File: src/include/reflet_cfg.svh
//****************************************
// build-time settings of the controller
// include wherever a size or option is needed
//****************************************
`ifndef REFLET_CFG_SVH
`define REFLET_CFG_SVH

// data word width in bits
`define REFLET_WORD 16

// memory depths in words
`define REFLET_INST_WORDS 128
`define REFLET_DATA_WORDS 100

// clock cycles per timer tick
`define REFLET_TIMER_PRESCALE 4

// value read back at peripheral offset 0x00
`define REFLET_HW_ID 8'h5A

// 1 makes the instruction memory zero itself after a full reset
`define REFLET_MEM_CLEAR 1

`endif
File: src/rtl/reflet_pkg.sv
//****************************************
// shared types of the controller
// referenced by scoped name from rtl and bench
//****************************************
`include "reflet_cfg.svh"

package reflet_pkg;

    typedef logic [`REFLET_WORD-1:0] word_t;
    typedef logic [15:0]             addr_t;
    typedef logic [7:0]              byte_t;

    // opcode sits in instruction bits 15:12
    typedef enum logic [3:0] {
        op_nop  = 4'd0,
        op_ldi  = 4'd1,
        op_ld   = 4'd2,
        op_st   = 4'd3,
        op_add  = 4'd4,
        op_sub  = 4'd5,
        op_and  = 4'd6,
        op_jmp  = 4'd7,
        op_jz   = 4'd8,
        op_dbg  = 4'd9,
        op_quit = 4'd10
    } opcode_t;

    typedef enum logic [2:0] {
        st_fetch,
        st_decode,
        st_exec,
        st_mem,
        st_halt
    } cpu_state_t;

    typedef struct packed {
        addr_t addr;
        word_t wdata;
        logic  we;
    } bus_req_t;

    // program load port into instruction memory
    typedef struct packed {
        logic                                  we;
        logic [$clog2(`REFLET_INST_WORDS)-1:0] addr;
        word_t                                 data;
    } prog_req_t;

endpackage

File: src/rtl/reflet_data_ram.sv
//****************************************
// data ram at 0x8000-0xFEFF, registered read
//****************************************
`timescale 1ns/10ps
`include "reflet_cfg.svh"

module reflet_data_ram (
    input  logic                 clk,
    input  logic                 rst_n,
    input  reflet_pkg::bus_req_t bus,
    output reflet_pkg::word_t    rdata
);

    localparam int depth = `REFLET_DATA_WORDS;
    localparam int aw = $clog2(depth);

    reflet_pkg::word_t mem [depth];
    logic [13:0]       word_idx;
    logic              sel;

    assign word_idx = bus.addr[14:1];

    // words past the depth are not backed and read as zero
    assign sel = bus.addr[15] && (bus.addr < 16'hFF00) && (word_idx < 14'(depth));

    always_ff @(posedge clk) begin
        if (rst_n && sel && bus.we) begin
            mem[word_idx[aw-1:0]] <= bus.wdata;
        end
    end

    always_ff @(posedge clk) begin
        rdata <= sel ? mem[word_idx[aw-1:0]] : '0;
    end

endmodule

File: config.mk
export PLATFORM = sky130hd
export DESIGN_NAME = reflet_data_ram
export DESIGN_NICKNAME = d
export VERILOG_FILES = /design/src/rtl/reflet_pkg.sv /design/src/rtl/reflet_data_ram.sv
export VERILOG_INCLUDE_DIRS = /design/src /design/src/include
export SDC_FILE = /design/constraint.sdc
export NUM_CORES = 1
export LEC_CHECK = 0
export BUFFER_PORTS_ARGS = -buffer_cell sky130_fd_sc_hd__buf_2
export CORE_ASPECT_RATIO = 2
export CORE_MARGIN = 2
export CORE_UTILIZATION = 55
export CTS_CLUSTER_DIAMETER = 200
export DETAILED_ROUTE_END_ITERATION = 8
export PLACE_DENSITY = 0.75
export RECOVER_POWER = 25
export SETUP_SLACK_MARGIN = 0.5
export SLEW_MARGIN = 10
export SYNTH_ARGS = -nofsm -noshare
export SYNTH_HDL_FRONTEND = slang
export SYNTH_SLANG_ARGS = --single-unit
File: constraint.sdc
create_clock -name clk -period 8.59 [get_ports clk]
set_clock_uncertainty 0.05 [all_clocks]
set_input_delay 1.2885 -clock clk [delete_from_list [all_inputs] [get_ports clk]]
set_output_delay 1.2885 -clock clk [all_outputs]
set_load 0.005 [all_outputs]
==> summary.md <==
| Metric | Value |
|---|---|
| Status | `finished with violations` |
| Violated checks | `capacitance limit, slew limit` |
| # setup viols final | `0` |
| Die area | `0.116 mm2` |
| Seq/Total Area, Yosys | `0.778` |
| Max Slew Vio Count | `1031` |
| Largest net degree at the start of global routing | `122` |
| Final period util | `0.614` |
| 1st-iter DRT viols | `between 3000 and 4000` |
| Static Leak | `0.0230 uW` |
| Crit-path slowest cell | `clkbuf_1` |
| Detailed placer's ending HPWL | `88100 um` |
| Die Height | `480 um` |
| Peak supply drop | `0.159 mV` |
| GR Overflow Total | `0` |
| CP Capture Type | `register` |
| Syn nets | `3450` |
| Hold Crit Depth | `3` |
| # resized after CTS | `0` |
| Post-route DRC violation count | `0` |
| FMAX | `190 MHz` |
| Count leader, synth | `edfxtp_1` |
| Worst-margin pin slew | `4.84 ns` |
| Crit-path most repeated cell | `clkbuf_1` |
| Unrepaired setup endpoints after global routing | `false` |
| Top-area cell type share of the netlist area | `0.772` |
| Clock Tree Buf Depth | `3` |
| WP data required | `8.49 ns` |
| CTS root buf | `clkbuf_16` |
| DRT Pass-1 Iters | `8` |
| Routability cong. | `0.872` |
| Antenna viol nets, final | `0` |
| Pre-CTS WS | `a little over 3 ns` |
| Crit path DAT | `approximately 5.2 ns` |
| Netlist cell types | `29` |
| Die Span X | `242 um` |
| Setup TNS | `0 ns` |
| Post-layout min period | `roughly 5.3 ns` |
| CTS Buf Count | `120` |
| Global Route Usage Sum | `0.256` |
| Mean post-synth cell area | `18.2 um2` |
| Post-synth top cells | `edfxtp_1, mux2i_1, o22ai_1` |
| Tightest Hold Check Type | `register to register` |
| Fraction of layout cells with a size suffix above 1 | `0.105` |
| PD cells | `223 mW/mm2` |
| Total of max-cap violations | `14` |
| Post-Synthesis Cell Area | `0.0622 mm2` |
| Hold Vio Cnt, Final | `0` |
| Post-synth ARST share | `0` |
| Post-CTS setup buffer count | `0` |
| Area Overhead vs Synth | `10.3%` |
| Ports | `51` |
| Final worst-path setup slack | `3.32 ns` |
| Mapped Cells | `3415` |
| Synth Flop Type | `edfxtp_1` |
| Crit path max fanout | `74` |
| Flops & latches, synth | `1616` |
| Largest cells by area after synthesis | `edfxtp_1, mux2i_1, o22ai_1` |
| Crit path buf inv count | `2` |
| Critical path class | `primary input to register` |
| Initial Utilization | `0.554` |
| Stages on the worst setup path | `2` |
| Clock Pin Slew Worst Setup and Hold Paths | `0.07 ns` |
| CTS Sinks | `1616` |
| WL/cell | `29.3 um` |
| Buffers added on ports | `49` |
| Worst setup SP type | `primary input` |
| CORE AREA | `~0.11 mm2` |
| CTS tree | `done` |
| Yosys warns | `0` |
| Nets@finish | `3555` |
| DR vias/cell | `6.35` |
| # H-tree levels | `3` |
| Crit path largest cell delay | `2.75 ns` |
| Global-route wire length before repair | `214000 um` |
| Area leader, netlist | `edfxtp_1` |
| Hold_ws | `0.740 ns` |
| CTS Hold Bufs | `0` |
| Reg2Reg Depth | `5` |
| CP top delay family | `buffers and inverters` |
| Number of global-route vias before repair | `approximately 32000` |
| Slew headroom | `-2.23` |
| Antenna violations before repair | `8` |
| Post-synth EDFFs | `between 1500 and 2000` |
| Final wirelength | `approximately 150000 um` |
| Cell Chain, Critical Path | `clkbuf_1 > clkbuf_1` |
| Total number of vias | `32600` |
| Rows | `174` |
| Clock Latency Late Sink | `0.75 ns` |
[power breakdown]
part           internal [uW]  switching, uW
combinational            194            492
clock                   3340           2590
sequential              8670          0.159
[flip-flops by register name, summed over array words and instances (netlist names)]
name,count
mem,1600
rdata,16
[per-layer routing]
| metal | GRT usage | vias to the layer above | part of all wire |
|---|---|---|---|
| li1 | - | 14000 | - |
| met1 | 0.288 | 16700 | 0.34 |
| met2 | 0.450 | 1490 | 0.51 |
| met3 | 0.0396 | 344 | 0.071 |
| met4 | 0.172 | 4 | 0.076 |
| met5 | 0 | - | 0.00017 |
[cell type report]
class	count	area, um2
diodes	4	10.0
multi-input cells	1586	12800
repair buffers	195	1380
fillers	7805	43700
clock inverters	78	936
flip-flops and latches	1616	48400
inverters	1	3.75
well taps	1496	1870
clock buffers	151	3260
[metrics by stage]
step | util | cell area, um2 | std cells | total power, uW
6_report | 0.611 | 68600 | 5127 | 15300
5_1_grt | 0.611 | 68600 | 5125 | 15600
4_1_cts | 0.611 | 68700 | 5123 | 15300
3_5_place_dp | 0.574 | 64500 | 4894 | 9510
3_3_place_gp | 0.574 | 64500 | 4894 | 9500
2_1_floorplan | - | 62200 | 3415 | 9210
[placed cells by master (no fill, tap or decap), types with 4 or more instances in the layout]
master	synthesis	routed
a41oi_1	48	48
and2_1	15	15
buf_12	0	6
buf_2	125	32
buf_4	7	134
bufinv_16	0	22
clkbuf_1	53	45
clkbuf_16	0	125
clkinv_1	0	28
clkinv_2	0	18
clkinvlp_4	0	6
dfxtp_1	16	16
diode_2	0	4
edfxtp_1	1600	1600
mux2i_1	768	768
mux4_2	16	16
nand2_1	17	16
nand3_1	5	5
nor2_1	104	99
nor2_2	0	4
o21ai_0	192	192
o22ai_1	384	384
o41a_1	16	16
[logic make-up after synthesis]
group                  count (synthesis)  share of synthesized area
flip-flops                          1616                      0.778
AO/OA/AOI/OAI                        641                     0.0639
multiplexers                         784                      0.129
buffers and inverters                213                     0.0180
AND/OR/NAND/NOR                      161                     0.0112
[path summary, 6_finish.rpt]
| path | slack, ns | start | to |
|---|---|---|---|
| max | 3.32 | bus[11] | mem[67][10] |
| min reg2reg | 0.74 | mem[98][9] | rdata[9] |
| min | 0.74 | mem[98][9] | rdata[9] |
| max reg2reg | 5.72 | mem[89][4] | rdata[4] |
[tightest hold or removal path, delay by kind of cell (launching register included)]
family / cells / cell delay (ns)
flip-flops: 1 / 0.32
AO/OA/AOI/OAI: 1 / 0.12
multiplexers: 1 / 0.21
AND/OR/NAND/NOR: 1 / 0.12
Power figures use the tool's default switching activity.
