--- src/include/reflet_cfg.svh ---
//****************************************
// build-time settings of the controller
// include wherever a size or option is needed
//****************************************
`ifndef REFLET_CFG_SVH
`define REFLET_CFG_SVH

// data word width in bits
`define REFLET_WORD 16

// memory depths in words
`define REFLET_INST_WORDS 128
`define REFLET_DATA_WORDS 100

// clock cycles per timer tick
`define REFLET_TIMER_PRESCALE 4

// value read back at peripheral offset 0x00
`define REFLET_HW_ID 8'h5A

// 1 makes the instruction memory zero itself after a full reset
`define REFLET_MEM_CLEAR 1

`endif
--- src/rtl/reflet_pkg.sv ---
//****************************************
// shared types of the controller
// referenced by scoped name from rtl and bench
//****************************************
`include "reflet_cfg.svh"

package reflet_pkg;

    typedef logic [`REFLET_WORD-1:0] word_t;
    typedef logic [15:0]             addr_t;
    typedef logic [7:0]              byte_t;

    // opcode sits in instruction bits 15:12
    typedef enum logic [3:0] {
        op_nop  = 4'd0,
        op_ldi  = 4'd1,
        op_ld   = 4'd2,
        op_st   = 4'd3,
        op_add  = 4'd4,
        op_sub  = 4'd5,
        op_and  = 4'd6,
        op_jmp  = 4'd7,
        op_jz   = 4'd8,
        op_dbg  = 4'd9,
        op_quit = 4'd10
    } opcode_t;

    typedef enum logic [2:0] {
        st_fetch,
        st_decode,
        st_exec,
        st_mem,
        st_halt
    } cpu_state_t;

    typedef struct packed {
        addr_t addr;
        word_t wdata;
        logic  we;
    } bus_req_t;

    // program load port into instruction memory
    typedef struct packed {
        logic                                  we;
        logic [$clog2(`REFLET_INST_WORDS)-1:0] addr;
        word_t                                 data;
    } prog_req_t;

endpackage

--- src/rtl/reflet_periph.sv ---
//****************************************
// 8-bit peripheral page at 0xFF00-0xFFFF
// hardware id, gpio and a prescaled timer
//****************************************
`timescale 1ns/10ps
`include "reflet_cfg.svh"

module reflet_periph (
    input  logic                 clk,
    input  logic                 rst_n,
    input  reflet_pkg::bus_req_t bus,
    input  reflet_pkg::word_t    gpi,
    output reflet_pkg::word_t    gpo,
    output reflet_pkg::byte_t    rdata
);

    localparam int prescale = `REFLET_TIMER_PRESCALE;
    localparam int pw = (prescale > 1) ? $clog2(prescale) : 1;

    logic              sel;
    logic              wr;
    reflet_pkg::byte_t off;
    reflet_pkg::byte_t rd_mux;
    reflet_pkg::byte_t timer;
    logic [pw-1:0]     pre_cnt;
    logic              tick;

    assign sel = (bus.addr[15:8] == 8'hFF);
    assign off = bus.addr[7:0];
    assign wr  = sel && bus.we;

    // gpo bytes are written separately
    always_ff @(posedge clk) begin
        if (!rst_n) begin
            gpo <= '0;
        end else if (wr && off == 8'h0A) begin
            gpo[7:0] <= bus.wdata[7:0];
        end else if (wr && off == 8'h0B) begin
            gpo[15:8] <= bus.wdata[7:0];
        end
    end

    assign tick = (pre_cnt == pw'(prescale - 1));

    // 8-bit count wraps on its own after 255
    always_ff @(posedge clk) begin
        if (!rst_n) begin
            pre_cnt <= '0;
            timer   <= '0;
        end else begin
            pre_cnt <= tick ? '0 : pre_cnt + 1'b1;
            if (wr && off == 8'h10) begin
                timer <= '0;
            end else if (tick) begin
                timer <= timer + 8'd1;
            end
        end
    end

    always_comb begin
        case (off)
            8'h00:   rd_mux = `REFLET_HW_ID;
            8'h08:   rd_mux = gpi[7:0];
            8'h09:   rd_mux = gpi[15:8];
            8'h0A:   rd_mux = gpo[7:0];
            8'h0B:   rd_mux = gpo[15:8];
            8'h10:   rd_mux = timer;
            default: rd_mux = '0;
        endcase
    end

    always_ff @(posedge clk) begin
        rdata <= sel ? rd_mux : '0;
    end

endmodule

--- config.mk ---
export PLATFORM = sky130hd
export DESIGN_NAME = reflet_periph
export DESIGN_NICKNAME = d
export VERILOG_FILES = /design/src/rtl/reflet_pkg.sv /design/src/rtl/reflet_periph.sv
export VERILOG_INCLUDE_DIRS = /design/src /design/src/include
export SDC_FILE = /design/constraint.sdc
export NUM_CORES = 1
export LEC_CHECK = 0
export ABC_CLOCK_PERIOD_IN_PS = 1780
export BUFFER_PORTS_ARGS = -buffer_cell sky130_fd_sc_hd__buf_2
export CAP_MARGIN = 25
export CORE_UTILIZATION = 40
export DETAILED_ROUTE_END_ITERATION = 7
export PLACE_DENSITY = 0.73
export SETUP_SLACK_MARGIN = 0.5
export SLEW_MARGIN = 15
export SYNTH_ARGS = -nofsm -noshare
export SYNTH_HDL_FRONTEND = slang
export SYNTH_SLANG_ARGS = --single-unit
export TNS_END_PERCENT = 30
--- constraint.sdc ---
create_clock -name clk -period 1.78 [get_ports clk]
set_input_delay 0.178 -clock clk [delete_from_list [all_inputs] [get_ports clk]]
set_output_delay 0.178 -clock clk [all_outputs]
set_load 0.05 [all_outputs]
==> impl_metrics.env <==
export IMPL_cts_root_buffer="clkbuf_8"
export IMPL_crit_family="simple AND/OR/NAND/NOR gates"
export IMPL_synth_distinct_cells=34
export IMPL_maxSlewViolCount=0
export IMPL_irDropWorstVdd_mv=0.653
export IMPL_num_io_pins=75
export IMPL_startpoint_type="primary input"
export IMPL_avgSynthCellArea_sq_um=9.18
export IMPL_syn_num_nets=229
export IMPL_rsz0062_at_grt="yes"
export IMPL_dr_pass1_iters=4
export IMPL_grt_first_pass_wirelength_mm=5.98
export IMPL_grt_pass1_vias=1301
export IMPL_crit_top_cell="or3_4"
export IMPL_numCtsBuffers=5
export IMPL_max_freq_mhz=682
export IMPL_cp_required_ns=2.00
export IMPL_period_needed_ns=1.47
export IMPL_grtUsageTotal_pct=18.5
export IMPL_synthArstFlopShare_pct=0
export IMPL_crit_fanout=4
export IMPL_crit_buf_inv=1
export IMPL_path_cells="buf_6 > or4b_4 > or3_4 > or3_4 > a21oi_2"
export IMPL_drt_iter0_markers=36
export IMPL_setup_slack_ns=0.313
export IMPL_cp_end_kind="flip-flop"
export IMPL_wl_per_cell_microns=12.8
export IMPL_yosysTopAreaCellShare_pct=42.1
export IMPL_synth_top_cells_by_count="dfxtp_1 (34), nand2_1 (32), mux2i_1 (20)"
export IMPL_max_stage_delay_ns=0.52
export IMPL_period_share_pct=82.4
export IMPL_r2r_slack_ns=0.56
export IMPL_yosys_most_used_dff="dfxtp_1"
export IMPL_p_sw_uw=341
export IMPL_drv_cap=0
export IMPL_switching_share_pct=21.6
export IMPL_finalSetupTns_ns=0
export IMPL_p_clk_share_pct=41.2
export IMPL_antenna_cells=0
export IMPL_path_clk_slew_ns=0.07
export IMPL_cts_tree="yes"
export IMPL_drc_errors=0
export IMPL_cellPowerDensity_mw_per_mm2=715
export IMPL_synth_area_sq_mm=0.00162
export IMPL_worstPathArrival_ns=1.68
export IMPL_globalplace_congestion=0.866
export IMPL_via_per_inst=5.07
export IMPL_fin_skew_ns=0.00306
export IMPL_vias=1507
export IMPL_worst_pin_slew_ns=0.469
export IMPL_drt_wl_total_mm=3.80
export IMPL_coreArea_sq_mm=0.00377
export IMPL_synth_edf_count=0
export IMPL_slew_headroom_pct=68.7
export IMPL_antenna_left=0
export IMPL_cts_max_level=2
export IMPL_worst_hold_slack_ns=0.160
export IMPL_grt_max_degree=28
export IMPL_place_ws_ns=-0.0429
export IMPL_die_w_microns=65.5
export IMPL_dpl_hpwl_mm=2.89
export IMPL_num_rows=22
export IMPL_num_nets_final=301
export IMPL_leakagePower_nw=1.01
export IMPL_io_buffer_count=66
export IMPL_seqPwrFrac_pct=49.0
export IMPL_hold_path_class="in2reg"
export IMPL_status="finished clean"
export IMPL_grt_overflow=0
export IMPL_synth_cells=176
export IMPL_synth_most_common_cell="dfxtp_1"
export IMPL_yosys_warnings=0
export IMPL_ys_seq_area_share_pct=42.1
export IMPL_synth_top_cells_by_area="dfxtp_1 (42%), mux2i_1 (12%), nand2_1 (7.4%)"
export IMPL_area_growth_pct=36.7
export IMPL_cts_buffer_depth=2
export IMPL_drive_gt1_share_pct=41.0
export IMPL_grt_antenna_before_repair=0
export IMPL_comb_power_share_pct=9.8
export IMPL_clk_latency_ns=0.28
export IMPL_die_h_microns=65.5
export IMPL_yosysTopAreaCell="dfxtp_1"
export IMPL_clock_sinks=34
export IMPL_setup_violations_final=0
export IMPL_path_class="in2reg"
export IMPL_final_util_pct=58.6
export IMPL_dieArea_sq_mm=0.00430
export IMPL_initial_core_util_pct=42.8
export IMPL_hold_violations=0
export IMPL_ys_seq_elements=34
export IMPL_critPathSlowestCell="or4b_4"
export IMPL_internal_power_mw=1.24
## path summary, 6_finish.rpt
check                                            from               endpoint  depth (start not counted)
worst max-delay path                          bus[22]    rdata[0]$_SDFF_PP0_                          5
worst min-delay path                           bus[2]    gpo[1]$_SDFFE_PN0P_                          3
worst max register to register  pre_cnt[0]$_SDFF_PP0_  timer[7]$_SDFFE_PP0P_                          5
worst min register to register  pre_cnt[0]$_SDFF_PP0_  pre_cnt[0]$_SDFF_PP0_                          1
## power groups by stage
| stage | clock (mW) | combinational (mW) | sequential [mW] |
|---|---|---|---|
| 2_1_floorplan | 0 | 0.0785 | 0.790 |
| 3_3_place_gp | 0 | 0.145 | 0.791 |
| 3_5_place_dp | 0 | 0.148 | 0.792 |
| 4_1_cts | 0.664 | 0.151 | 0.774 |
| 5_1_grt | 0.709 | 0.169 | 0.775 |
| 6_report | 0.651 | 0.154 | 0.774 |
## metrics by stage
step           power [mW]  cell area (sq um)  std cells
6_report             1.58               2210        297
5_1_grt              1.65               2210        297
4_1_cts              1.59               2180        296
3_5_place_dp        0.939               2040        288
3_3_place_gp        0.936               2040        288
2_1_floorplan       0.868               1630        176
## metal layers
layer	routed length (microns)	part of all wire [%]	global-route usage, %	vias up
met5	0	0	0	-
met1	1820	48	24.8	684
li1	-	-	-	766
met3	221	5.8	5.73	6
met2	1710	45	28.0	51
met4	53	1.4	5.98	0
## cell type report
type,count,area (sq um)
fillers,327,1560
well taps,48,60.1
repair buffers,77,435
clock buffers,8,110
multi-input cells,129,918
flip-flops and latches,34,681
inverters,1,3.75
## cell families (layout without fill, tap and decap cells)
kind of cell	after synthesis	in the layout	share of synthesized area, %
xor+xnor	7	7	3.80
buf+inv	13	86	3.79
flops	34	34	42.1
fa+ha+maj	2	2	1.55
simple gates	69	69	20.9
mux	25	25	17.3
compound gates	26	26	10.5
## layout by cell type (no fill, tap or decap), types with 2 or more instances in the layout
cell        n
buf_2      65
dfxtp_1    34
nand2_1    32
mux2i_1    20
nor2_1     10
a22oi_1    10
buf_4       9
clkbuf_8    8
nand3_1     5
a21oi_1     5
nand4_1     4
xnor2_1     4
o21ai_0     4
xor2_1      3
nor3_1      3
o2bb2ai_1   3
a21oi_2     3
mux2_2      3
nor2b_1     2
or3_4       2
mux4_2      2
ha_1        2
buf_6       2
## sequential cells by signal, summed over array words and instances, names as in the netlist
signal and count:
gpo 16, pre_cnt 2, rdata 8, timer 8
## worst register-to-register path: stages (launching register included)
cell	delay [ns]
dfxtp_1	0.34
ha_1	0.18
nand4_1	0.13
nor3_1	0.28
xnor2_1	0.15
nor2_1	0.05
## what timing repair did
item	CTS	global route
setup buffers	0	1
hold buffers	0	0
setup endpoints to repair	29	28
gates cloned	0	0
pin swaps	8	0
resized for setup	8	3
Note: power is estimated with default switching activity, not from simulation.
