<file path="src/include/reflet_cfg.svh">
//****************************************
// build-time settings of the controller
// include wherever a size or option is needed
//****************************************
`ifndef REFLET_CFG_SVH
`define REFLET_CFG_SVH

// data word width in bits
`define REFLET_WORD 16

// memory depths in words
`define REFLET_INST_WORDS 128
`define REFLET_DATA_WORDS 100

// clock cycles per timer tick
`define REFLET_TIMER_PRESCALE 4

// value read back at peripheral offset 0x00
`define REFLET_HW_ID 8'h5A

// 1 makes the instruction memory zero itself after a full reset
`define REFLET_MEM_CLEAR 1

`endif
</file>
<file path="src/rtl/reflet_pkg.sv">
//****************************************
// shared types of the controller
// referenced by scoped name from rtl and bench
//****************************************
`include "reflet_cfg.svh"

package reflet_pkg;

    typedef logic [`REFLET_WORD-1:0] word_t;
    typedef logic [15:0]             addr_t;
    typedef logic [7:0]              byte_t;

    // opcode sits in instruction bits 15:12
    typedef enum logic [3:0] {
        op_nop  = 4'd0,
        op_ldi  = 4'd1,
        op_ld   = 4'd2,
        op_st   = 4'd3,
        op_add  = 4'd4,
        op_sub  = 4'd5,
        op_and  = 4'd6,
        op_jmp  = 4'd7,
        op_jz   = 4'd8,
        op_dbg  = 4'd9,
        op_quit = 4'd10
    } opcode_t;

    typedef enum logic [2:0] {
        st_fetch,
        st_decode,
        st_exec,
        st_mem,
        st_halt
    } cpu_state_t;

    typedef struct packed {
        addr_t addr;
        word_t wdata;
        logic  we;
    } bus_req_t;

    // program load port into instruction memory
    typedef struct packed {
        logic                                  we;
        logic [$clog2(`REFLET_INST_WORDS)-1:0] addr;
        word_t                                 data;
    } prog_req_t;

endpackage

</file>
<file path="src/rtl/reflet_inst_mem.sv">
//****************************************
// instruction ram at 0x0000-0x7FFF
// loaded through the program port, optional clear after full reset
//****************************************
`timescale 1ns/10ps
`include "reflet_cfg.svh"

module reflet_inst_mem (
    input  logic                  clk,
    input  logic                  rst_n,
    input  reflet_pkg::bus_req_t  bus,
    input  reflet_pkg::prog_req_t prog,
    output reflet_pkg::word_t     rdata,
    output logic                  inst_ready
);

    localparam int depth = `REFLET_INST_WORDS;
    localparam int aw = $clog2(depth);
    localparam bit mem_clear = (`REFLET_MEM_CLEAR != 0);

    reflet_pkg::word_t mem [depth];
    logic [aw-1:0]     clr_addr;
    logic              clearing;
    logic              sel;

    assign sel = !bus.addr[15];

    // clear sweep walks every word once
    always_ff @(posedge clk) begin
        if (!rst_n) begin
            clearing   <= mem_clear;
            clr_addr   <= '0;
            inst_ready <= !mem_clear;
        end else if (clearing) begin
            clr_addr <= clr_addr + 1'b1;
            if (clr_addr == aw'(depth - 1)) begin
                clearing   <= 1'b0;
                inst_ready <= 1'b1;
            end
        end
    end

    // sweep wins over the load port, load port over cpu stores
    always_ff @(posedge clk) begin
        if (clearing) begin
            mem[clr_addr] <= '0;
        end else if (prog.we) begin
            mem[prog.addr] <= prog.data;
        end else if (sel && bus.we) begin
            mem[bus.addr[aw:1]] <= bus.wdata;
        end
    end

    always_ff @(posedge clk) begin
        rdata <= sel ? mem[bus.addr[aw:1]] : '0;
    end

endmodule

</file>
<file path="config.mk">
export PLATFORM = sky130hd
export DESIGN_NAME = reflet_inst_mem
export DESIGN_NICKNAME = d
export VERILOG_FILES = /design/src/rtl/reflet_pkg.sv /design/src/rtl/reflet_inst_mem.sv
export VERILOG_INCLUDE_DIRS = /design/src /design/src/include
export SDC_FILE = /design/constraint.sdc
export NUM_CORES = 2
export LEC_CHECK = 0
export BUFFER_PORTS_ARGS = -buffer_cell sky130_fd_sc_hd__buf_2
export CORE_MARGIN = 3
export CORE_UTILIZATION = 50
export DETAILED_ROUTE_END_ITERATION = 6
export PLACE_DENSITY = 0.76
export SETUP_SLACK_MARGIN = 0.15
export SLEW_MARGIN = 20
export SYNTH_ARGS = -nofsm -noshare
export SYNTH_HDL_FRONTEND = slang
export SYNTH_SLANG_ARGS = --single-unit
</file>
<file path="constraint.sdc">
create_clock -name clk -period 4.9 [get_ports clk]
set_clock_uncertainty 0.15 [all_clocks]
set_input_delay 0.49 -clock clk [delete_from_list [all_inputs] [get_ports clk]]
set_output_delay 0.49 -clock clk [all_outputs]
set_load 0.05 [all_outputs]
</file>
==> insert_results.sql <==
INSERT INTO impl_metrics (metric_group, metric, value, unit) VALUES
('run_status', 'status', 'complete, no violations', ''),
('clock_tree', 'cts_tree', 'built', ''),
('setup_path', 'timing.critical_path.slowest_stage_cell', 'sky130_fd_sc_hd__nor4b_4', ''),
('sta', 'timing.final.crit_period', '3.93', 'ns'),
('synth', 'synth.mux.area_fraction', '13.9', '%'),
('setup_path', 'cp-start-kind', 'flip-flop', ''),
('global_route', 'grt_start_max_net_pins', '97', ''),
('setup_path', 'r2r-start', 'clearing$_SDFF_PN1_', ''),
('synth', 'fraction_of_synthesis_flops_using_an_asynchronous_set_or_reset_pin', '0', '%'),
('setup_path', 'cp_common_cell', 'sky130_fd_sc_hd__buf_4', ''),
('setup_path', 'setup.reg_to_reg.worst_slack', '0.97', 'ns'),
('sta', 'hold_viol_final', '0', ''),
('global_route', 'vias_in_the_first_global_route', '41700', ''),
('route', 'drc', '0', ''),
('pwr', 'power_per_cell_area', '392', 'nW/µm²'),
('clock_tree', 'cts_root_buffer', 'sky130_fd_sc_hd__clkbuf_16', ''),
('layout', 'fillers', '11400', ''),
('synth', 'synth_adder_area_share', '0.0155', '%'),
('route', 'avgRoutedWirePerCell', '28.6', 'µm'),
('synth', 'compound_cell_area_share_of_the_yosys_netlist', '4.25', '%'),
('setup_path', 'critical-path-max-stage-delay', '0.75', 'ns'),
('clock_tree', 'cts_setup_buffers', '0', ''),
('setup_path', 'critical_path.endpoint_type', 'flip-flop', ''),
('floorplanning', 'dieHeight', '408', 'µm'),
('worst_hold_path', 'min_delay_worst_endpoint', 'rdata[10]$_SDFF_PP0_', ''),
('route', 'drt_pass1_iterations', '6', ''),
('global_route', 'overflow', '0', ''),
('place', 'port_buffers', '67', ''),
('synth', 'netlist_area', '80600', 'µm²'),
('flow_run', 'drv.max_cap_violation_count', '0', ''),
('layout', 'num-nets-final', '4523', ''),
('pwr', 'worst_ir_drop_vdd', '0.454', 'mV'),
('clock_tree', 'clk_pin_slew', '0.06', 'ns'),
('sta', 'rsz0062_at_grt', 'false', ''),
('floorplanning', 'rows', '146', ''),
('place', 'place.gp.congestion', '0.921', ''),
('route', 'route.detailed.vias_per_inst', '6.17', ''),
('route', 'via_count', '41800', ''),
('place', 'dp.final_hpwl', '115', 'mm'),
('clock_tree', 'cts-htree-levels', '4', ''),
('layout', 'drive_gt1_share', '18.1', '%'),
('clock_tree', 'clk_latency', '0.82', 'ns'),
('floorplanning', 'die-width', '408', 'µm'),
('worst_hold_path', 'hold_path_class', 'input pin to flip-flop', ''),
('floorplanning', 'start_util', '50.6', '%'),
('synth', 'count_of_flip_flops_with_a_built_in_enable_after_synthesis', '2048', ''),
('setup_path', 'regToRegEndpoint', 'mem[34][8]$_DFFE_PP_', ''),
('floorplanning', 'core-area', '159000', 'µm²'),
('sta', 'max-slew-margin-rel', '27.8', '%'),
('sta', 'setup_total_negative_slack', '0', 'ns'),
('worst_hold_path', 'whs_path_depth', '3', ''),
('global_route', 'groute.usage.overall', '23.2', '%'),
('global_route', 'grt_pass1_wl', '283', 'mm'),
('synth', 'post_synth_main_area_contributors', 'sky130_fd_sc_hd__edfxtp_1 76%, sky130_fd_sc_hd__mux2i_1 7.8%, sky130_fd_sc_hd__mux4_2 6.1%, sky130_fd_sc_hd__a22oi_1 1.7%, sky130_fd_sc_hd__nor2_1 1.1%', ''),
('route', 'antenna_violating_nets_post_route', '0', ''),
('setup_path', 'critPathKind', 'flip-flop to flip-flop', ''),
('sta', 'final_setup_vio_count', '0', ''),
('synth', 'synth_xor_area_share', '0.0435', '%'),
('synth', 'yosysUniqueCellTypes', '57', ''),
('synth', 'ys_dominant_reg_cell', 'sky130_fd_sc_hd__edfxtp_1', ''),
('sta', 'measured_slew_at_the_worst_slew_check_pin', '1.08', 'ns'),
('synth', 'netlist_instances', '4207', ''),
('setup_path', 'timing.critical_path.cells', 'buf_4, nor4b_4, o21ai_1, nor2_1, nand2_1, buf_4, nor2_1, buf_4', ''),
('layout', 'post_layout_nonfiller_instances', '6779', ''),
('clock_tree', 'cts-buffers-inserted', '194', ''),
('synth', 'yosys.area.top_type_share', '76.3', '%'),
('setup_path', 'crit_arrival', '4.30', 'ns'),
('global_route', 'grt_antenna_before_repair', '9', ''),
('synth', 'yosys_warnings', '0', ''),
('synth', 'synth_area_leader_cell', 'sky130_fd_sc_hd__edfxtp_1', ''),
('synth', 'synth_top_family_by_area', 'multiplexers', '');
==> cell families (layout without fill, tap and decap cells) <==
group                      count (synthesis)  in the layout
adders and majority gates                  1              1
xor gates and xnor gates                   4              4
DFF                                     2073           2073
buffers and inverters                    245            665
AOI/OAI and AO/OA                        477            477
and+or+nand+nor                          559            559
other                                      0              6
muxes                                    848            848
==> cell usage in the layout, fill, tap and decap left out, types with 7 or more instances in the layout <==
cell	instances
sky130_fd_sc_hd__buf_12	34
sky130_fd_sc_hd__nand2_1	129
sky130_fd_sc_hd__nor3_1	31
sky130_fd_sc_hd__o22ai_1	94
sky130_fd_sc_hd__nand4_1	19
sky130_fd_sc_hd__a22o_1	60
sky130_fd_sc_hd__nor4_1	16
sky130_fd_sc_hd__clkinv_2	38
sky130_fd_sc_hd__and2_1	7
sky130_fd_sc_hd__clkbuf_16	194
sky130_fd_sc_hd__buf_4	203
sky130_fd_sc_hd__mux2i_1	628
sky130_fd_sc_hd__nor2_1	239
sky130_fd_sc_hd__buf_2	64
sky130_fd_sc_hd__a41oi_1	15
sky130_fd_sc_hd__edfxtp_1	2048
sky130_fd_sc_hd__a22oi_1	183
sky130_fd_sc_hd__bufinv_16	20
sky130_fd_sc_hd__a21oi_1	63
sky130_fd_sc_hd__dfxtp_1	25
sky130_fd_sc_hd__mux4_2	218
sky130_fd_sc_hd__o211ai_1	17
sky130_fd_sc_hd__a22o_4	16
sky130_fd_sc_hd__clkbuf_1	41
sky130_fd_sc_hd__clkinv_1	45
sky130_fd_sc_hd__nand3_1	73
==> worst max-delay path by stage <==
stage | depth (start not counted) | slack (ns) | startpoint | to
global route | 8 | 0.82 | clearing$_SDFF_PN1_ | mem[34][0]$_DFFE_PP_
finish | 8 | 0.97 | clearing$_SDFF_PN1_ | mem[34][8]$_DFFE_PP_
CTS | 8 | 1.02 | clearing$_SDFF_PN1_ | mem[34][0]$_DFFE_PP_
floorplan | 6 | 0.79 | bus[32] | mem[0][10]$_DFFE_PP_
detailed placement | 9 | 0.83 | prog[23] | mem[34][8]$_DFFE_PP_
global placement | 8 | 0.77 | prog[23] | mem[64][9]$_DFFE_PP_
==> power by group <==
part           total, mW  leakage, nW  switching (mW)  internal (mW)
clock network       14.9         3.08            6.54           8.40
logic               1.49         8.65           0.954          0.533
registers           19.3         19.4          0.0239           19.2
==> worst max-delay path, delay by kind of cell (launching register included) <==
family / cells / cell delay [ns]
buffers and inverters: 3 / 0.90
DFF: 1 / 0.36
AOI/OAI and AO/OA: 1 / 0.30
and+or+nand+nor: 4 / 1.89
==> routing by layer <==
| metal | global-route usage [%] | share of wire, % | vias to the layer above |
|---|---|---|---|
| li1 | - | - | 17700 |
| met1 | 31.3 | 37 | 21500 |
| met2 | 36.5 | 48 | 2287 |
| met3 | 5.43 | 10 | 401 |
| met4 | 9.93 | 4.5 | 4 |
| met5 | 0 | 0.012 | - |
==> sequential cells by signal, indices dropped and copies added, names as in the netlist <==
signal,count
clearing,1
clr_addr,7
inst_ready,1
mem,2048
rdata,16
==> layout make-up <==
class | count | area (µm²) | area share [%]
flip-flops and latches | 2073 | 62000 | 68.1
multi-input cells | 1889 | 17400 | 19.1
clock buffers | 235 | 5010 | 5.50
well taps | 2146 | 2690 | 2.95
repair buffers | 304 | 2560 | 2.82
clock inverters | 125 | 1330 | 1.46
diodes | 6 | 15.0 | 0.0165
inverters | 1 | 3.75 | 0.00412
==> per-stage QoR <==
step / utilization (%) / cell area (µm²) / total power, mW / setup slack (ns)
3_3_place_gp: 53.1 / 84600 / 21.1 / 0.773
3_5_place_dp: 53.1 / 84600 / 21.1 / 0.827
5_1_grt: 57.1 / 91000 / 36.6 / 0.822
2_1_floorplan: - / 80600 / 20.6 / 0.793
6_report: 57.1 / 91000 / 35.7 / 0.966
4_1_cts: 57.1 / 91000 / 35.8 / 1.02
==> what timing repair did <==
item,4_1_cts,5_1_grt
resized for setup,0,0
hold buffers,1,0
endpoints found under the hold margin,9,0
No activity file was read; power rests on OpenSTA's default activity.
