==> src/include/reflet_cfg.svh <==
//****************************************
// build-time settings of the controller
// include wherever a size or option is needed
//****************************************
`ifndef REFLET_CFG_SVH
`define REFLET_CFG_SVH

// data word width in bits
`define REFLET_WORD 16

// memory depths in words
`define REFLET_INST_WORDS 128
`define REFLET_DATA_WORDS 100

// clock cycles per timer tick
`define REFLET_TIMER_PRESCALE 4

// value read back at peripheral offset 0x00
`define REFLET_HW_ID 8'h5A

// 1 makes the instruction memory zero itself after a full reset
`define REFLET_MEM_CLEAR 1

`endif
==> src/rtl/reflet_pkg.sv <==
//****************************************
// shared types of the controller
// referenced by scoped name from rtl and bench
//****************************************
`include "reflet_cfg.svh"

package reflet_pkg;

    typedef logic [`REFLET_WORD-1:0] word_t;
    typedef logic [15:0]             addr_t;
    typedef logic [7:0]              byte_t;

    // opcode sits in instruction bits 15:12
    typedef enum logic [3:0] {
        op_nop  = 4'd0,
        op_ldi  = 4'd1,
        op_ld   = 4'd2,
        op_st   = 4'd3,
        op_add  = 4'd4,
        op_sub  = 4'd5,
        op_and  = 4'd6,
        op_jmp  = 4'd7,
        op_jz   = 4'd8,
        op_dbg  = 4'd9,
        op_quit = 4'd10
    } opcode_t;

    typedef enum logic [2:0] {
        st_fetch,
        st_decode,
        st_exec,
        st_mem,
        st_halt
    } cpu_state_t;

    typedef struct packed {
        addr_t addr;
        word_t wdata;
        logic  we;
    } bus_req_t;

    // program load port into instruction memory
    typedef struct packed {
        logic                                  we;
        logic [$clog2(`REFLET_INST_WORDS)-1:0] addr;
        word_t                                 data;
    } prog_req_t;

endpackage

==> src/rtl/reflet_cpu.sv <==
//****************************************
// multi-cycle accumulator cpu
// fetch, decode, exec and an extra mem cycle for memory operands
//****************************************
`timescale 1ns/10ps

module reflet_cpu (
    input  logic                 clk,
    input  logic                 rst_n,
    input  reflet_pkg::word_t    rdata,
    output reflet_pkg::bus_req_t bus,
    output logic                 quit,
    output logic                 debug
);

    reflet_pkg::cpu_state_t state;
    reflet_pkg::word_t      ir;
    reflet_pkg::word_t      acc;
    reflet_pkg::opcode_t    op;
    reflet_pkg::addr_t      data_addr;
    logic [14:0]            pc;
    logic [14:0]            target;
    logic [11:0]            operand;
    logic                   mem_op;
    logic                   mem_phase;

    assign op      = reflet_pkg::opcode_t'(ir[15:12]);
    assign operand = ir[11:0];
    assign target  = {3'b000, operand};

    // bit 11 picks the peripheral page, otherwise a data ram word
    assign data_addr = operand[11] ? {8'hFF, operand[7:0]}
                                   : {4'b1000, operand[10:0], 1'b0};

    always_comb begin
        case (op)
            reflet_pkg::op_ld,
            reflet_pkg::op_st,
            reflet_pkg::op_add,
            reflet_pkg::op_sub,
            reflet_pkg::op_and: mem_op = 1'b1;
            default:            mem_op = 1'b0;
        endcase
    end

    assign mem_phase = (state == reflet_pkg::st_exec) || (state == reflet_pkg::st_mem);

    // address held through exec and mem, store strobe only in mem
    always_comb begin
        bus.addr  = {pc, 1'b0};
        bus.wdata = acc;
        bus.we    = 1'b0;
        if (mem_phase && mem_op) begin
            bus.addr = data_addr;
            bus.we   = (state == reflet_pkg::st_mem) && (op == reflet_pkg::op_st);
        end
    end

    // instruction word arrives one cycle after the fetch address
    always_ff @(posedge clk) begin
        if (state == reflet_pkg::st_decode) begin
            ir <= rdata;
        end
    end

    always_ff @(posedge clk) begin
        if (!rst_n) begin
            state <= reflet_pkg::st_fetch;
            pc    <= '0;
            acc   <= '0;
            quit  <= 1'b0;
            debug <= 1'b0;
        end else begin
            debug <= 1'b0;
            case (state)
                reflet_pkg::st_fetch: begin
                    state <= reflet_pkg::st_decode;
                end
                reflet_pkg::st_decode: begin
                    state <= reflet_pkg::st_exec;
                end
                reflet_pkg::st_exec: begin
                    state <= reflet_pkg::st_fetch;
                    pc    <= pc + 15'd1;
                    case (op)
                        reflet_pkg::op_ldi: begin
                            acc <= {4'h0, operand};
                        end
                        reflet_pkg::op_jmp: begin
                            pc <= target;
                        end
                        reflet_pkg::op_jz: begin
                            if (acc == '0) begin
                                pc <= target;
                            end
                        end
                        reflet_pkg::op_dbg: begin
                            debug <= 1'b1;
                        end
                        reflet_pkg::op_quit: begin
                            quit  <= 1'b1;
                            state <= reflet_pkg::st_halt;
                        end
                        default: begin
                            if (mem_op) begin
                                state <= reflet_pkg::st_mem;
                            end
                        end
                    endcase
                end
                reflet_pkg::st_mem: begin
                    // read data of the operand address is valid here
                    state <= reflet_pkg::st_fetch;
                    case (op)
                        reflet_pkg::op_ld:  acc <= rdata;
                        reflet_pkg::op_add: acc <= acc + rdata;
                        reflet_pkg::op_sub: acc <= acc - rdata;
                        reflet_pkg::op_and: acc <= acc & rdata;
                        default:            acc <= acc;
                    endcase
                end
                default: begin
                    // halted until the next reset
                    state <= reflet_pkg::st_halt;
                end
            endcase
        end
    end

endmodule

==> config.mk <==
export PLATFORM = sky130hd
export DESIGN_NAME = reflet_cpu
export DESIGN_NICKNAME = d
export VERILOG_FILES = /design/src/rtl/reflet_pkg.sv /design/src/rtl/reflet_cpu.sv
export VERILOG_INCLUDE_DIRS = /design/src /design/src/include
export SDC_FILE = /design/constraint.sdc
export NUM_CORES = 1
export LEC_CHECK = 0
export BUFFER_PORTS_ARGS = -buffer_cell sky130_fd_sc_hd__buf_2
export CAP_MARGIN = 20
export CELL_PAD_IN_SITES_DETAIL_PLACEMENT = 1
export CELL_PAD_IN_SITES_GLOBAL_PLACEMENT = 1
export CORE_UTILIZATION = 40
export DETAILED_ROUTE_END_ITERATION = 8
export GPL_ROUTABILITY_DRIVEN = 1
export PLACE_DENSITY_LB_ADDON = 0.1
export SLEW_MARGIN = 20
export SYNTH_ARGS = -nofsm -noshare
export SYNTH_HDL_FRONTEND = slang
export SYNTH_SLANG_ARGS = --single-unit
==> constraint.sdc <==
create_clock -name clk -period 3.9 [get_ports clk]
set_input_delay 0.195 -clock clk [delete_from_list [all_inputs] [get_ports clk]]
set_output_delay 0.195 -clock clk [all_outputs]
set_load 0.01 [all_outputs]
==> results_dict.tcl, run 1 <==
set metrics [dict create \
    initial_core_util_pct 41.7 \
    p_per_area_nw_per_um2 296 \
    numCtsBuffers 5 \
    worst_ir_drop_vdd_mv 0.158 \
    area.sequential_sq_um 1200 \
    timing.setup.critical_path_class "reg -> reg" \
    slew_viol_final 0 \
    insertion_delay_ns 0.32 \
    setup_viol 0 \
    first_global_vias 4156 \
    via_per_inst 5.90 \
    peak_clock_frequency_supported_by_timing_mhz 299 \
    final-hold-violation-count 0 \
    die_area_sq_um 10700 \
    cts-hold-fix-buffers 0 \
    endpoint "acc[14]" \
    path_clk_slew_ns 0.10 \
    rr_worst_depth 11 \
    post_synth_num_cell_types 72 \
    critical_path_peak_fanout 13 \
    firstDrtPassIters 4 \
    grt_overflow_total 0 \
    layout.nets 596 \
    fp-row-count 36 \
    yosys_warnings 0 \
    post_drt_wl_per_cell_um 19.7 \
    tns_ns 0 \
    cts_tree "yes" \
    netlist.area_leader.share_pct 17.4 \
    fin_worst_skew_ns 0.00559 \
    synth_edf_count 16 \
    clk_root_buffer_cell "clkbuf_8" \
    crit_arrival_ns 3.54 \
    worst_setup_path_end_kind "flop" \
    static_leakage_nw 1.85 \
    tritoncts_num_sinks 52 \
    pin_count_of_the_biggest_net_entering_global_routing 29 \
    postSynth.topFlopCell "dfxtp_1" \
    fp.coreArea_sq_um 9910 \
    synth_area_leader_cell "dfxtp_1" \
    ctsHtreeMaxLevel 2 \
    worstSetupStartpointType "flop" \
    place.detailed.instances 685 \
    routed-via-count 4091 \
    gp_congestion 0.944 \
    dr.first_iter.drc_count 290 \
    detailedPlacementHpwl_um 10400 \
    multi_input_area_sq_um 2720 \
    final_min_period_over_clock_period_pct 85.7 \
    run_status "finished clean" \
    die_x_um 104 \
    syn2layout_area_growth_pct 10.8 \
    design.portCount 53 \
    tightestPinTransition_ns 0.911 \
    synth.ff_latch_count 52 \
    first_pass_grt_wire_length_um 22200 \
    clock_path_buffers 2 \
    totalWireLength_um 13700 \
    syn_nets 555 \
    reg_to_reg_end "acc[14]" \
    drv_cap 0 \
    rsz0062_at_grt "no" \
    globalRouteTotalUtil_pct 25.9 \
    layoutNonFillerInstCount 693 \
    cp_data_required_time_ns 4.10 \
    synth_area_sq_um 4130 \
    antenna_cells_inserted 0 \
    cts.repair.resized 0 \
    reg2reg_setup_slack_ns 0.56 \
    synthTopCellsByArea "dfxtp_1 17%, edfxtp_1 12%, a21oi_1 6.1%" \
    drc 0 \
    post_route_cells_drive_above_1_share_pct 15.2 \
    hold_path.class "in -> reg" \
    synth-seq-area-share_pct 29.1 \
    grt_antenna_before_repair 0 \
    floorplan.die.height_um 104 \
    synth_async_sr_flop_share_pct 0 \
    slew_headroom_pct 39.2 \
    timing.rr.start "ir[15]" \
    post_synth_inst_count 518 \
    min_period_ns 3.34 \
    post-cts-setup-buffer-count 0 \
    fillCellCount 1251 \
    synth.avg_cell_area_sq_um 7.97 \
    port_buffers 52 \
    final_antenna_net_count 0 \
    cp-startpoint "ir[15]" \
]
-- critical path, cell delays in order, from the launching register on --
cell and delay (ns):
edfxtp_1 0.54, nor3b_2 0.43, and2_4 0.31, nor2_1 0.08
xnor2_1 0.13, ha_1 0.34, a21o_1 0.23, a21oi_1 0.26
a21oi_1 0.19, a311oi_1 0.42, xor2_1 0.19, o22ai_1 0.10
-- flip-flops by register name, summed over array words and instances (netlist names) --
register and flops:
acc 16, quit 1, debug 1, state 3
pc 15, ir 16
-- logic make-up (layout without fill, tap and decap cells) --
logic type	count (synthesis)	in the layout	synth area share, %
AND/OR/NAND/NOR	204	204	25.2
AO/OA/AOI/OAI	161	161	25.1
flip-flops	52	52	29.1
buffers and inverters	41	83	5.18
XOR/XNOR	23	23	5.06
adder cells (fa/ha/maj)	19	19	5.94
multiplexers	18	18	4.36
-- cells in the mapped netlist (all sizes together) (14+ instances only) --
| library cell | n |
|---|---|
| nand2 | 52 |
| edfxtp | 16 |
| o21a | 14 |
| o21ai | 34 |
| ha | 18 |
| xnor2 | 19 |
| mux2i | 18 |
| a21oi | 51 |
| nor2 | 55 |
| nor3 | 20 |
| inv | 15 |
| dfxtp | 36 |
-- worst min-delay path by stage --
stage	startpoint	to	slack, ns	depth (start not counted)
detailed placement	rdata[15]	ir[15]	0.43	1
global placement	rdata[15]	ir[15]	0.43	1
global route	rdata[14]	ir[14]	0.1	1
CTS	rdata[15]	ir[15]	0.09	1
finish	rdata[15]	ir[15]	0.1	1
floorplan	rdata[0]	ir[0]	0.29	0
-- final cells by class --
type                    instances  share of cell area (%)
flip-flops and latches         52                    26.2
repair buffers                 58                    6.67
clock buffers                   8                    2.68
well taps                     133                    3.63
multi-input cells             425                    59.4
inverters                      17                    1.39
-- through the flow --
stage	power [mW]	worst slack [ns]	hold WS (ns)	area, sq um	util, %
floorplan	0.847	0.945	0.294	4130	-
global placement	0.944	0.687	0.428	4460	45.0
detailed placement	0.955	0.625	0.428	4460	45.0
CTS	1.36	0.591	0.0916	4580	46.2
global route	1.41	0.390	0.0979	4580	46.2
finish	1.35	0.558	0.100	4580	46.2
-- metal layers --
layer | track usage (%) | routed length [um]
met1 | 34.7 | 6490
met2 | 43.9 | 6410
met3 | 2.64 | 508
met4 | 7.56 | 255
met5 | 0 | 0
-- layout by cell type (no fill, tap or decap), types with 7 or more instances in the layout --
cell type / instances
nand3_1: 12
o21a_1: 14
nor4_1: 10
o21ai_0: 21
mux2i_1: 18
buf_2: 52
ha_1: 18
edfxtp_1: 16
dfxtp_1: 36
nor2b_1: 8
a21oi_1: 49
o22ai_1: 8
a211oi_1: 7
o21ai_1: 12
xnor2_1: 18
nand2b_1: 7
inv_1: 15
nor2_1: 53
nand2_1: 52
nor3_1: 20
-- where the power goes --
part	internal, mW	switching (mW)	total [mW]	leakage [nW]
sequential	0.584	0.0395	0.623	0.442
clock	0.206	0.201	0.406	0.0618
combinational	0.119	0.204	0.323	1.34
(Power assumes the default switching activity.)
==> inputs of run 2 (changes only) <==
--- a/config.mk
+++ b/config.mk
@@ -10,7 +10,7 @@
 export CAP_MARGIN = 20
 export CELL_PAD_IN_SITES_DETAIL_PLACEMENT = 1
 export CELL_PAD_IN_SITES_GLOBAL_PLACEMENT = 1
-export CORE_UTILIZATION = 40
+export CORE_UTILIZATION = 44
 export DETAILED_ROUTE_END_ITERATION = 8
 export GPL_ROUTABILITY_DRIVEN = 1
 export PLACE_DENSITY_LB_ADDON = 0.1
==> run 2 against run 1 <==
Compared with the run above:
- via count up 1.8%
- sequential power about the same
- clock power down 2%
- critical path depth up 1
- sequential share of layout area up 0.23 points
- count of clock-buffer cells in the layout down 3
- clock skew up 0.0042 ns
- fmax up 3.1%
- non-clock buffer count unchanged
- routed wire length down 0.85%
- worst hold slack better by 0.0045 ns
- utilization up 4.8 points
- critical endpoint is now acc[11]
- highest routed layer unchanged
==> results_dict.tcl, run 2 (same netlist as run 1, synthesis figures left out) <==
set metrics [dict create \
    first_global_vias 4243 \
    timing.rr.start "ir[15]" \
    slew_headroom_pct 41.7 \
    run_status "finished clean" \
    timing.critical_path.depth 12 \
    crit_arrival_ns 3.45 \
    detailedPlacementHpwl_um 10400 \
    setup_viol 0 \
    numCtsBuffers 5 \
    worst_hold_startpoint "rdata[15]" \
    initial_core_util_pct 46.5 \
    min_period_ns 3.24 \
    grt_antenna_before_repair 0 \
    floorplan.die.height_um 98.9 \
    fp-row-count 34 \
    worst_path_largest_cell_delay_ns 0.54 \
    postLayoutSetupSlackWorst_ns 0.658 \
    routed-via-count 4165 \
    fin_worst_skew_ns 0.00974 \
    place.detailed.instances 660 \
    slew_viol_final 0 \
    report.power.total_mw 1.35 \
    cts-hold-fix-buffers 0 \
    reg_to_reg_end "acc[11]" \
    post_route_cells_drive_above_1_share_pct 15.4 \
    timing.setup.critical_path_class "reg -> reg" \
    most_common_cell_after_layout_fill_and_taps_aside "nor2_1" \
    grt_overflow_total 0 \
    min_path_cells 1 \
    fp.coreArea_sq_um 8890 \
    via_per_inst 6.24 \
    rsz0062_at_grt "no" \
    worstSetupStartpointType "flop" \
    post_drt_wl_per_cell_um 20.3 \
    most-common-layout-cells "53 x nor2_1, 52 x nand2_1, 52 x buf_2" \
    tightestPinTransition_ns 0.874 \
    post-route-cell-area_sq_um 4540 \
    rr_worst_depth 12 \
    worst-path-buf-inv 2 \
    crit_path_max_delay_family "compound AO/OA/AOI/OAI gates" \
    path_clk_slew_ns 0.10 \
    first_pass_grt_wire_length_um 22300 \
    peak_clock_frequency_supported_by_timing_mhz 308 \
    cts_tree "yes" \
    die_x_um 98.9 \
    worst_ir_drop_vdd_mv 0.155 \
    p_per_area_nw_per_um2 297 \
    clock_path_buffers 2 \
    fillCellCount 1140 \
    final-hold-violation-count 0 \
    post-cts-setup-buffer-count 0 \
    layoutNonFillerInstCount 668 \
    globalRouteTotalUtil_pct 28.8 \
    firstDrtPassIters 4 \
    critical_path_peak_fanout 10 \
    crit_path_cell_trace "nor3b_2 > buf_4 > nand2_1 > o21ai_1 > inv_1 > ha_1 > nor2b_1 > o31ai_1 > a211oi_1 > or3_1 > a31oi_1 > o21ai_1" \
    pin_count_of_the_biggest_net_entering_global_routing 29 \
    final_min_period_over_clock_period_pct 83.1 \
    insertion_delay_ns 0.31 \
    port_buffers 52 \
    gp_congestion 0.926 \
    design.portCount 53 \
    antenna_cells_inserted 0 \
    hold_path.class "in -> reg" \
    clk_root_buffer_cell "clkbuf_8" \
    worst_setup_path_end_kind "flop" \
    ctsHtreeMaxLevel 2 \
    totalWireLength_um 13500 \
    fin_worst_hold_slack_ns 0.105 \
    drc 0 \
    placed_cell_area_sq_um 4420 \
    largestRegisters "acc: 16 flops, ir: 16 flops, pc: 15 flops" \
    cp_data_required_time_ns 4.11 \
    final_antenna_net_count 0 \
    syn2layout_area_growth_pct 9.88 \
    critical-path-top-cell-by-count "o21ai_1" \
    timing.hold.worst_endpoint "ir[15]" \
    reg2reg_setup_slack_ns 0.66 \
    pre_cts_ws_ns 0.657 \
    layout.nets 596 \
    post_route_core_utilization_pct 51.0 \
    cpMaxStageDelayCell "edfxtp_1" \
    tns_ns 0 \
    drv_cap 0 \
    die_area_sq_um 9780 \
    static_leakage_nw 1.84 \
    dr.first_iter.drc_count 152 \
    tritoncts_num_sinks 52 \
    cts.repair.resized 0 \
]
==> run 2: changes by cell type in the layout (fill, tap and decap cells not counted), sizes merged <==
cell,before,now
inv,15,17
bufinv,0,1
clkbuf,8,5
==> run 2: cell type report <==
cell class	instances	area (sq um)	share of cell area, %
Clock buffer	5	68.8	1.52
Sequential cell	52	1200	26.5
Timing Repair Buffer	58	305	6.73
Multi-Input combinational cell	425	2720	59.9
Clock inverter	3	45.0	0.993
Inverter	17	63.8	1.41
Tap cell	108	135	2.98
==> run 2: how the worst max path moves through the flow <==
stage,startpoint,endpoint
after floorplan,ir[13],acc[12]
after global placement,ir[15],acc[11]
after detailed placement,ir[15],acc[11]
after CTS,ir[15],acc[11]
after global routing,ir[14],acc[14]
final,ir[15],acc[11]
==> run 2: layer usage <==
metal	vias up	wire, um	track usage (%)
met5	-	0	0
met4	0	195	5.63
met3	16	532	2.34
met2	117	6590	50.0
met1	2043	6230	39.2
li1	1989	-	-
==> run 2: power by group <==
part           total (mW)  switching (mW)  internal, mW
sequential          0.621          0.0374         0.584
combinational       0.326           0.206         0.119
clock               0.399           0.204         0.195
total                1.35           0.448         0.898
